$ cat config.mk
export PLATFORM = sky130hd
export DESIGN_NAME = spiMaster
export DESIGN_NICKNAME = d
export VERILOG_FILES = /design/src/rtl/spiPkg.sv /design/src/rtl/spiCtrlIf.sv /design/src/rtl/spiClockGen.sv /design/src/rtl/spiMaster.sv /design/src/rtl/spiRegFile.sv /design/src/rtl/spiRxBuffer.sv /design/src/rtl/spiShifter.sv
export VERILOG_INCLUDE_DIRS = /design/src /design/src/include
export SDC_FILE = /design/constraint.sdc
export NUM_CORES = 1
export LEC_CHECK = 0
export ABC_CLOCK_PERIOD_IN_PS = 2500
export CAP_MARGIN = 30
export CORE_MARGIN = 1
export CORE_UTILIZATION = 60
export CTS_CLUSTER_DIAMETER = 120
export CTS_CLUSTER_SIZE = 25
export DETAILED_ROUTE_END_ITERATION = 8
export DONT_BUFFER_PORTS = 1
export PLACE_DENSITY = 0.74
export SLEW_MARGIN = 40
export SYNTH_ARGS = -nofsm -noshare
export SYNTH_HDL_FRONTEND = slang
export SYNTH_SLANG_ARGS = --single-unit
$ cat constraint.sdc
create_clock -name cp2 -period 2.5 [get_ports cp2]
set_input_delay 0.625 -clock cp2 [delete_from_list [all_inputs] [get_ports cp2]]
set_output_delay 0.625 -clock cp2 [all_outputs]
set_load 0.01 [all_outputs]
$ cat src/include/spi_consts.svh
`ifndef SPI_CONSTS_SVH
`define SPI_CONSTS_SVH

// Register map
`define SPCR_ADDR   12'h0AC
`define SPSR_ADDR   12'h0AD
`define SPDR_ADDR   12'h0AE

`define SPI_IRQ_VEC 6'h27   // Transfer complete vector

// SPCR bits
`define BIT_SPIE    7
`define BIT_SPE     6
`define BIT_DORD    5
`define BIT_MSTR    4
`define BIT_CPOL    3
`define BIT_CPHA    2

// SPSR bits
`define BIT_SPIF    7
`define BIT_WCOL    6
`define BIT_SPI2X   0

// Divider counter and terminal counts, one half period each
`define DIV_W       6
`define DIV_TC_2    6'd0
`define DIV_TC_4    6'd1
`define DIV_TC_8    6'd3
`define DIV_TC_16   6'd7
`define DIV_TC_32   6'd15
`define DIV_TC_64   6'd31
`define DIV_TC_128  6'd63

`endif

$ cat src/rtl/spiPkg.sv
package spiPkg;

	// One byte on the register bus or on the serial line
	typedef logic [7:0] spiByte_t;

	// {SPI2X, SPR1, SPR0}
	typedef logic [2:0] clkSel_t;

	// LSB-first bytes go through the shift register reversed
	function automatic spiByte_t revByte(input spiByte_t inByte);
		spiByte_t outByte;
		for (int i = 0; i < 8; i++) begin
			outByte[i] = inByte[7 - i];
		end
		return outByte;
	endfunction

endpackage

$ cat src/rtl/spiCtrlIf.sv
interface spiCtrlIf import spiPkg::*; ();

	logic cpol;        // Idle level of sck
	logic cpha;        // Sample on trailing edge when set
	logic dord;        // LSB first when set
	clkSel_t clkSel;
	logic start;       // One cycle, SPDR write accepted
	spiByte_t txByte;  // Valid with start

	// Register side
	modport regs (
		output cpol,
		output cpha,
		output dord,
		output clkSel,
		output start,
		output txByte
	);

	// Clock generator and shift register side
	modport engine (
		input cpol,
		input cpha,
		input dord,
		input clkSel,
		input start,
		input txByte
	);

endinterface

$ cat src/rtl/spiClockGen.sv
`include "spi_consts.svh"

module spiClockGen import spiPkg::*; (
	input  logic       cp2,
	input  logic       ireset,
	input  logic       busy_i,
	spiCtrlIf.engine   ctrl,
	output logic       sck_o,
	output logic       leadStb_o,
	output logic       trailStb_o
);

	logic [`DIV_W-1:0] divCnt;
	logic [`DIV_W-1:0] termCnt;
	logic phase;       // Set between leading and trailing edge
	logic toggle;
	clkSel_t sel;

	assign sel = ctrl.clkSel;

	// Half period minus one
	always_comb begin
		case (sel)
			3'b000:  termCnt = `DIV_TC_4;
			3'b001:  termCnt = `DIV_TC_16;
			3'b010:  termCnt = `DIV_TC_64;
			3'b011:  termCnt = `DIV_TC_128;
			3'b100:  termCnt = `DIV_TC_2;
			3'b101:  termCnt = `DIV_TC_8;
			3'b110:  termCnt = `DIV_TC_32;
			default: termCnt = `DIV_TC_64;
		endcase
	end

	// >= covers a rate change while running
	assign toggle = busy_i & (divCnt >= termCnt);

	always_ff @(posedge cp2) begin
		if (!ireset) begin
			divCnt <= '0;
			phase <= 1'b0;
		end else if (!busy_i) begin
			divCnt <= '0;  // Each byte starts a full half period away
			phase <= 1'b0;
		end else if (toggle) begin
			divCnt <= '0;
			phase <= ~phase;
		end else begin
			divCnt <= divCnt + 1'b1;
		end
	end

	assign leadStb_o = toggle & ~phase;
	assign trailStb_o = toggle & phase;

	// Parked at CPOL whenever idle
	assign sck_o = busy_i ? (ctrl.cpol ^ phase) : ctrl.cpol;

endmodule

$ cat src/rtl/spiMaster.sv
module spiMaster import spiPkg::*; (
	input  logic        cp2,
	input  logic        ireset,
	input  logic [11:0] ramAddr_i,
	input  logic        ramRe_i,
	input  logic        ramWe_i,
	input  spiByte_t    dbus_i,
	output spiByte_t    dbus_o,
	output logic        outEn_o,
	input  logic        miso_i,
	output logic        mosi_o,
	output logic        sck_o,
	output logic        spiIrq_o,
	input  logic [5:0]  irqAckAddr_i,
	input  logic        irqAck_i
);

	logic busy;
	logic byteDone;
	spiByte_t rxByte;
	logic leadStb;
	logic trailStb;
	logic spdrRd;
	logic spdrWr;
	logic spsrRd;
	logic spe;
	logic irqAck;
	logic spif;
	logic wcol;
	spiByte_t rxData;

	spiCtrlIf ctrl ();

	spiRegFile regFile (
		.cp2(cp2),
		.ireset(ireset),
		.ramAddr_i(ramAddr_i),
		.ramRe_i(ramRe_i),
		.ramWe_i(ramWe_i),
		.dbus_i(dbus_i),
		.irqAckAddr_i(irqAckAddr_i),
		.irqAck_i(irqAck_i),
		.busy_i(busy),
		.spif_i(spif),
		.wcol_i(wcol),
		.rxData_i(rxData),
		.ctrl(ctrl.regs),
		.spdrRd_o(spdrRd),
		.spdrWr_o(spdrWr),
		.spsrRd_o(spsrRd),
		.spe_o(spe),
		.irqAck_o(irqAck),
		.dbus_o(dbus_o),
		.outEn_o(outEn_o),
		.spiIrq_o(spiIrq_o)
	);

	spiRxBuffer rxBuffer (
		.cp2(cp2),
		.ireset(ireset),
		.spdrRd_i(spdrRd),
		.spdrWr_i(spdrWr),
		.spsrRd_i(spsrRd),
		.spe_i(spe),
		.irqAck_i(irqAck),
		.busy_i(busy),
		.byteDone_i(byteDone),
		.dord_i(ctrl.dord),
		.rxByte_i(rxByte),
		.spif_o(spif),
		.wcol_o(wcol),
		.rxData_o(rxData)
	);

	spiClockGen clockGen (
		.cp2(cp2),
		.ireset(ireset),
		.busy_i(busy),
		.ctrl(ctrl.engine),
		.sck_o(sck_o),
		.leadStb_o(leadStb),
		.trailStb_o(trailStb)
	);

	spiShifter shifter (
		.cp2(cp2),
		.ireset(ireset),
		.ctrl(ctrl.engine),
		.leadStb_i(leadStb),
		.trailStb_i(trailStb),
		.busy_o(busy),
		.byteDone_o(byteDone),
		.rxByte_o(rxByte),
		.miso_i(miso_i),
		.mosi_o(mosi_o)
	);

endmodule

$ cat src/rtl/spiRegFile.sv
`include "spi_consts.svh"

module spiRegFile import spiPkg::*; (
	input  logic        cp2,
	input  logic        ireset,
	input  logic [11:0] ramAddr_i,
	input  logic        ramRe_i,
	input  logic        ramWe_i,
	input  spiByte_t    dbus_i,
	input  logic [5:0]  irqAckAddr_i,
	input  logic        irqAck_i,
	input  logic        busy_i,
	input  logic        spif_i,
	input  logic        wcol_i,
	input  spiByte_t    rxData_i,
	spiCtrlIf.regs      ctrl,
	output logic        spdrRd_o,
	output logic        spdrWr_o,
	output logic        spsrRd_o,
	output logic        spe_o,
	output logic        irqAck_o,
	output spiByte_t    dbus_o,
	output logic        outEn_o,
	output logic        spiIrq_o
);

	spiByte_t spcr;
	logic spi2x;
	logic spcrSel;
	logic spsrSel;
	logic spdrSel;

	// ****************************************
	// Address decode
	// ****************************************

	assign spcrSel = (ramAddr_i == `SPCR_ADDR);
	assign spsrSel = (ramAddr_i == `SPSR_ADDR);
	assign spdrSel = (ramAddr_i == `SPDR_ADDR);

	assign spdrRd_o = spdrSel & ramRe_i;
	assign spdrWr_o = spdrSel & ramWe_i;
	assign spsrRd_o = spsrSel & ramRe_i;
	assign irqAck_o = irqAck_i & (irqAckAddr_i == `SPI_IRQ_VEC);

	// ****************************************
	// Control registers
	// ****************************************

	always_ff @(posedge cp2) begin
		if (!ireset) begin
			spcr <= '0;
			spi2x <= 1'b0;
		end else begin
			if (spcrSel && ramWe_i) begin
				spcr <= dbus_i;
			end
			if (spsrSel && ramWe_i) begin
				spi2x <= dbus_i[`BIT_SPI2X];  // Only writable SPSR bit
			end
		end
	end

	assign spe_o = spcr[`BIT_SPE];

	assign ctrl.cpol = spcr[`BIT_CPOL];
	assign ctrl.cpha = spcr[`BIT_CPHA];
	assign ctrl.dord = spcr[`BIT_DORD];
	assign ctrl.clkSel = {spi2x, spcr[1:0]};

	// Master transfer kicks off only from idle
	assign ctrl.start = spdrWr_o & spcr[`BIT_SPE] & spcr[`BIT_MSTR] & ~busy_i;
	assign ctrl.txByte = dbus_i;

	// ****************************************
	// Read data and interrupt
	// ****************************************

	always_comb begin
		dbus_o = '0;
		outEn_o = 1'b0;
		if (spcrSel) begin
			dbus_o = spcr;
			outEn_o = ramRe_i;
		end else if (spsrSel) begin
			dbus_o = {spif_i, wcol_i, 5'b0, spi2x};
			outEn_o = ramRe_i;
		end else if (spdrSel) begin
			dbus_o = rxData_i;
			outEn_o = ramRe_i;
		end
	end

	assign spiIrq_o = spcr[`BIT_SPIE] & spif_i;

endmodule

$ cat src/rtl/spiRxBuffer.sv
module spiRxBuffer import spiPkg::*; (
	input  logic     cp2,
	input  logic     ireset,
	input  logic     spdrRd_i,
	input  logic     spdrWr_i,
	input  logic     spsrRd_i,
	input  logic     spe_i,
	input  logic     irqAck_i,
	input  logic     busy_i,
	input  logic     byteDone_i,
	input  logic     dord_i,
	input  spiByte_t rxByte_i,
	output logic     spif_o,
	output logic     wcol_o,
	output spiByte_t rxData_o
);

	logic spifArm;    // SPSR seen with SPIF set
	logic wcolArm;    // SPSR seen with WCOL set
	logic spdrAcc;
	logic wcolSet;

	assign spdrAcc = spdrRd_i | spdrWr_i;
	assign wcolSet = spdrWr_i & busy_i;   // Write lands mid-transfer

	// Received byte back in memory order
	always_ff @(posedge cp2) begin
		if (byteDone_i) begin
			rxData_o <= dord_i ? revByte(rxByte_i) : rxByte_i;
		end
	end

	// ****************************************
	// Flags and their clear sequences
	// ****************************************

	always_ff @(posedge cp2) begin
		if (!ireset) begin
			spif_o <= 1'b0;
			wcol_o <= 1'b0;
			spifArm <= 1'b0;
			wcolArm <= 1'b0;
		end else begin
			if (byteDone_i) begin
				spif_o <= 1'b1;  // New byte beats a pending clear
			end else if ((spifArm && spdrAcc) || irqAck_i) begin
				spif_o <= 1'b0;
			end

			if (wcolSet) begin
				wcol_o <= 1'b1;
			end else if (wcolArm && spdrAcc) begin
				wcol_o <= 1'b0;
			end

			if (!spifArm) begin
				spifArm <= spsrRd_i & spif_o & spe_i;
			end else if (spdrAcc) begin
				spifArm <= 1'b0;
			end

			if (!wcolArm) begin
				wcolArm <= spsrRd_i & wcol_o;
			end else if (spdrAcc) begin
				wcolArm <= 1'b0;
			end
		end
	end

endmodule

$ cat src/rtl/spiShifter.sv
module spiShifter import spiPkg::*; (
	input  logic     cp2,
	input  logic     ireset,
	spiCtrlIf.engine ctrl,
	input  logic     leadStb_i,
	input  logic     trailStb_i,
	output logic     busy_o,
	output logic     byteDone_o,
	output spiByte_t rxByte_o,
	input  logic     miso_i,
	output logic     mosi_o
);

	spiByte_t shReg;
	spiByte_t loadByte;
	logic [3:0] edgeCnt;   // sck edges seen in this byte
	logic misoLat;
	logic anyStb;
	logic sampleStb;
	logic shiftStb;
	logic firstLead;

	assign loadByte = ctrl.dord ? revByte(ctrl.txByte) : ctrl.txByte;

	assign anyStb = leadStb_i | trailStb_i;
	assign sampleStb = ctrl.cpha ? trailStb_i : leadStb_i;
	assign shiftStb = ctrl.cpha ? leadStb_i : trailStb_i;

	// CPHA=1 leading edge only drives out the first bit
	assign firstLead = ctrl.cpha & leadStb_i & (edgeCnt == 4'd0);

	// ****************************************
	// Byte sequencing
	// ****************************************

	always_ff @(posedge cp2) begin
		if (!ireset) begin
			busy_o <= 1'b0;
			byteDone_o <= 1'b0;
			edgeCnt <= '0;
		end else begin
			byteDone_o <= 1'b0;
			if (ctrl.start) begin
				busy_o <= 1'b1;
				edgeCnt <= '0;
			end else if (busy_o && anyStb) begin
				edgeCnt <= edgeCnt + 4'd1;
				if (edgeCnt == 4'd15) begin  // 16th edge closes the byte
					busy_o <= 1'b0;
					byteDone_o <= 1'b1;
				end
			end
		end
	end

	// ****************************************
	// Data path
	// ****************************************

	always_ff @(posedge cp2) begin
		if (ctrl.start) begin
			shReg <= loadByte;
		end else if (shiftStb && !firstLead) begin
			shReg <= {shReg[6:0], misoLat};
		end
		if (sampleStb) begin
			misoLat <= miso_i;
		end
	end

	always_ff @(posedge cp2) begin
		if (!ireset) begin
			mosi_o <= 1'b0;
		end else if (ctrl.start && !ctrl.cpha) begin
			mosi_o <= loadByte[7];   // First bit out before first edge
		end else if (firstLead) begin
			mosi_o <= shReg[7];
		end else if (shiftStb) begin
			mosi_o <= shReg[6];      // Bit that moves to the top
		end
	end

	// Last sampled bit is still in the latch for CPHA=1
	assign rxByte_o = ctrl.cpha ? {shReg[6:0], misoLat} : shReg;

endmodule

==> reports/results.ini, run 1 <==
[run_status]
status=completed

[power_and_ir_drop]
combinationalPowerShare_pct=1.7
p_int_uw=973
seq_power_share_pct=60.9
clkPwrFrac_pct=37.5
p_sw_share_pct=19.8
p_sw_uw=240
p_per_area_nw_per_um2=457
power_leakage_nw=0.964
max-vdd-ir-drop_uv=318
power_mw=1.21

[logic_synthesis]
mappedNetlistArea_um2=2470
ys_seq_elements=44
async_flop_share_pct=0
synth_cells=259
yosysWarnings=0
ys.flop_type=dfxtp_1
synth.distinct_cells=47
syn_area_per_cell_um2=9.55
synth-edff-count=17
synth_nets=300
seq_area_frac_synth_pct=42.5

[sta]
max_freq_mhz=413
grt_setup_unrepaired=false
hold_viol=0
post-route-period-util_pct=96.8
tightest_slew_ps=467
min_period_ps=2420
setup_slack_ps=79.5
slew_violations=0
relSlewSlack_pct=68.8
fin_tns_setup_ps=0
setup_viol=0
fin_skew_ps=5.42

[worst_setup_path]
critPathSlowestCell=a21oi_1
cp_cell_sequence=nor4_4 -> nand4b_4 -> nor2_1 -> o21ai_0 -> a21oi_1
slowest_delay_ps=330
critPathCaptureType=primary output
cp.required_ps=1880
timing.critical_path.from_type=primary input
crit_arrival_ps=1800
path_max_fanout=5
crit_type=primary input to primary output

[detailed_routing]
drt_pass1_iterations=4
post_drt_wl_per_cell_um=16.2
post_drt_via_cell_ratio=5.98
routed_wl_um=5100
drc=0
vias=1883
drt_first_iter_violations=153
drtAntennaViolNets=0

[floorplanning]
ios=44
dieArea_um2=4380
fp-row-count=22
start_util_pct=65.1
core_um2=3800
die_w_um=66.2
die_y_um=66.2

[layout]
diodes=0
final_cells=315
final_cell_mix=nand2_1 (36), dfxtp_1 (27), o21ai_0 (18), nor2_1 (18), edfxtp_1 (17)
area_growth_syn_to_layout_pct=7.33
layout_commonest_cell=nand2_1
drive_gt1_share_pct=12.0
final_util_pct=69.9
fin_nets=307
nFillCells=299

[global_routing]
grt_pass1_vias=1772
antenna_found_initial=0
grt_max_degree=25
grt_pass1_wl_um=8520
grt_use_total_pct=26.2
gr-total-overflow=0

[placed_design]
dp_slack_ps=93.8
hpwl_um=3860
port_buffers=0
place.gp.congestion=0.858
placed_cells_incl_taps=307

[clocking]
cts_tree=built
clk_pin_slew_ps=70
cts_setup_buffers=0
numCtsBuffers=5
cts_buffer_depth=2
clock_latency_ps=300
cts_resized=0
htree_num_levels=2
cts_sinks=44
hold_buffers=0
cts_root_buf=clkbuf_8

[job]
maxCapViolations=0

[min_path]
hold_path_class=primary input to flip-flop

[state kept, by name, indices dropped and copies added (netlist names)]
name	count
shifter.shReg	8
shifter.mosi_o	1
rxBuffer.wcolArm	1
regFile.spcr	8
shifter.edgeCnt	4
rxBuffer.spifArm	1
shifter.busy_o	1
regFile.spi2x	1
shifter.misoLat	1
rxBuffer.spif_o	1
rxBuffer.rxData_o	8
clockGen.phase	1
shifter.byteDone_o	1
clockGen.divCnt	6
rxBuffer.wcol_o	1
[final timing paths]
check	cells after the start	start	to	slack (ps)
max	5	ramAddr_i[9]	dbus_o[7]	80
min	0	miso_i	shifter.misoLat$_DFFE_PP_	420
max reg2reg	8	regFile.spcr[1]$_SDFFE_PN0P_	clockGen.divCnt[1]$_SDFF_PP0_	250
min reg2reg	1	clockGen.divCnt[0]$_SDFF_PP0_	clockGen.divCnt[0]$_SDFF_PP0_	470
[routing by layer]
metal	vias to the layer above	GRT usage, %	wire (um)
li1	954	-	-
met1	870	35.5	2320
met2	52	41.7	2460
met3	7	5.69	257
met4	0	7.98	61
met5	-	0	0
[stage by stage]
stage / instance area, um2 / hold slack [ps]
2_1_floorplan: 2470 / 430
3_3_place_gp: 2560 / 448
3_5_place_dp: 2560 / 457
4_1_cts: 2660 / 415
5_1_grt: 2660 / 403
6_report: 2660 / 423
[power groups by stage]
stage	combinational, mW	sequential [mW]	clock (mW)
after floorplan	0.0222	0.755	0
after global placement	0.0201	0.755	0
after detailed placement	0.0203	0.755	0
after CTS	0.0202	0.738	0.464
after global routing	0.0224	0.738	0.499
final	0.0203	0.738	0.454
[cells by family (layout without fill, tap and decap cells)]
kind of cell / count (synthesis) / in the layout / share of synthesized area, %
compound gates: 53 / 53 / 13.2
fa+ha+maj: 9 / 9 / 4.55
mux: 18 / 18 / 10.4
simple gates: 103 / 103 / 22.4
xor+xnor: 9 / 9 / 3.19
flops: 44 / 44 / 42.5
buf+inv: 23 / 31 / 3.89
[cell usage after synthesis (2+ instances only)]
master / number / share of area (%)
nand2_1: 36 / 5.5
dfxtp_1: 27 / 22
nor2_1: 18 / 2.7
o21ai_0: 18 / 3.6
edfxtp_1: 17 / 21
nand3_1: 13 / 2.6
inv_1: 12 / 1.8
mux2i_1: 11 / 4.5
ha_1: 9 / 4.6
a21oi_1: 8 / 1.6
clkbuf_1: 8 / 1.2
o21ai_1: 8 / 1.6
a22o_1: 6 / 2.1
mux4_2: 6 / 5.5
nand2b_1: 5 / 1.3
nand4_1: 5 / 1.3
xnor2_1: 5 / 1.8
xor2_1: 4 / 1.4
and3_1: 3 / 0.76
nor3_1: 3 / 0.61
a31oi_1: 2 / 0.51
and4b_1: 2 / 0.81
buf_2: 2 / 0.40
nor2_2: 2 / 0.51
nor4_1: 2 / 0.51
o211ai_1: 2 / 0.61
o21a_1: 2 / 0.61
o31ai_1: 2 / 0.61
or3_1: 2 / 0.51
or3_4: 2 / 0.91
[worst max-delay path, delay by kind of cell]
family          cells  cell delay [ps]
compound gates      2              460
simple gates        3              700
[cell type report]
type / instances / area (um2) / share of cell area, %
multi-input combinational: 192 / 1330 / 50.0
inverter: 12 / 45.0 / 1.70
sequential: 44 / 1050 / 39.6
tap: 48 / 60.1 / 2.26
clock buffer: 8 / 90.1 / 3.39
timing repair buffer: 11 / 82.6 / 3.11
(Power assumes the default switching activity.)
==> run 2, diff against run 1 <==
- CORE_MARGIN: 1 -> 8
- CTS_BUF_LIST: unset -> sky130_fd_sc_hd__clkbuf_8
- CTS_CLUSTER_SIZE: 25 -> unset
==> reports/results.ini, run 2 (synthesized netlist as in run 1, its figures left out) <==
[run_status]
status=completed

[clocking]
hold_buffers=0
cts_tree=built
htree_num_levels=2
clk_pin_slew_ps=80
cts_buffer_depth=2
cts_resized=0
cts_root_buf=clkbuf_8
cts_sinks=44
clock_latency_ps=300
cts_setup_buffers=0
numCtsBuffers=5

[global_routing]
grt_use_total_pct=17.2
gr-total-overflow=0
grt_max_degree=25
grt_pass1_wl_um=8740
antenna_found_initial=0
grt_pass1_vias=1761

[layout]
nFillCells=331
fin_nets=306
largestRegisters=regFile.spcr x8, rxBuffer.rxData_o x8, shifter.shReg x8
area_growth_syn_to_layout_pct=8.24
drive_gt1_share_pct=12.8
layout_commonest_cell=nand2_1
final_cell_mix=nand2_1 (36), dfxtp_1 (27), o21ai_0 (18)
final_util_pct=67.4
diodes=0

[detailed_routing]
routed_wl_um=5380
post_drt_via_cell_ratio=6.04
drt_first_iter_violations=122
drt_pass1_iterations=4
vias=1910
drtAntennaViolNets=0
post_drt_wl_per_cell_um=17.0
drc=0

[floorplanning]
die_y_um=80.2
die_w_um=80.2
core_um2=3970
ios=44
dieArea_um2=6430
fp-row-count=23
start_util_pct=62.3

[sta]
post-route-period-util_pct=95.5
slew_violations=0
grt_setup_unrepaired=true
relSlewSlack_pct=54.0
tightest_slew_ps=689
hold_viol=0
min_period_ps=2390
setup_viol=0
max_freq_mhz=419
fin_skew_ps=7.96
setup_slack_ps=112

[power_and_ir_drop]
p_sw_uw=270
p_sw_share_pct=20.5
power_leakage_nw=0.967
p_per_area_nw_per_um2=493
clkPwrFrac_pct=42.5
p_int_mw=1.05
combinationalPowerShare_pct=1.5
seq_power_share_pct=56.0
max-vdd-ir-drop_uv=391

[worst_setup_path]
crit_arrival_ps=1760
critPathCaptureType=primary output
crit_type=primary input to primary output
path_max_fanout=6
timing.critical_path.from_type=primary input
cp.required_ps=1880

[min_path]
hold_path_class=primary input to flip-flop

[job]
maxCapViolations=0

[placed_design]
port_buffers=0
place.gp.congestion=0.846
dp_slack_ps=60.3
hpwl_um=4050

[run 2: final timing paths]
| path | start | to | slack [ps] | cells past startpoint |
|---|---|---|---|---|
| min reg2reg | clockGen.divCnt[0]$_SDFF_PP0_ | clockGen.divCnt[0]$_SDFF_PP0_ | 480 | 1 |
| max | ramAddr_i[9] | dbus_o[3] | 110 | 5 |
| max reg2reg | regFile.spcr[1]$_SDFFE_PN0P_ | clockGen.divCnt[5]$_SDFF_PP0_ | 300 | 8 |
| min | miso_i | shifter.misoLat$_DFFE_PP_ | 420 | 0 |
[run 2: layer usage]
metal	global-route usage [%]	wire, um	up-vias
li1	-	-	955
met1	21.3	2370	888
met2	26.4	2420	62
met3	7.03	537	5
met4	6.00	63	0
met5	0	0	-
[run 2: final cells by class]
cell class / count / area (um2) / area share (%)
multi-input combinational: 192 / 1330 / 49.6
sequential: 44 / 1050 / 39.3
timing repair buffer: 10 / 75.1 / 2.80
clock buffer: 5 / 68.8 / 2.57
tap: 50 / 62.6 / 2.34
clock inverter: 3 / 46.3 / 1.73
inverter: 12 / 45.0 / 1.68
[run 2: worst max-delay path, cell delays in order]
cell      delay [ps]
nor4_4           340
nand4b_4         180
nor2_2           230
buf_4            190
a22o_1           200
[run 2: metrics by stage]
stage | setup TNS (ps) | hold slack, ps | instance area [um2] | total power, mW | std cells
3_5_place_dp | 0 | 456 | 2560 | 0.775 | 308
3_3_place_gp | 0 | 445 | 2560 | 0.774 | 308
2_1_floorplan | 0 | 430 | 2470 | 0.777 | 259
6_report | 0 | 418 | 2680 | 1.32 | 316
5_1_grt | -12.3 | 401 | 2680 | 1.36 | 316
4_1_cts | 0 | 410 | 2680 | 1.33 | 316
[run 2: power by group through the flow]
stage | combinational (mW) | sequential [mW] | clock, mW
3_5_place_dp | 0.0199 | 0.755 | 0
5_1_grt | 0.0220 | 0.738 | 0.602
4_1_cts | 0.0200 | 0.738 | 0.573
6_report | 0.0199 | 0.738 | 0.561
2_1_floorplan | 0.0222 | 0.755 | 0
3_3_place_gp | 0.0193 | 0.755 | 0
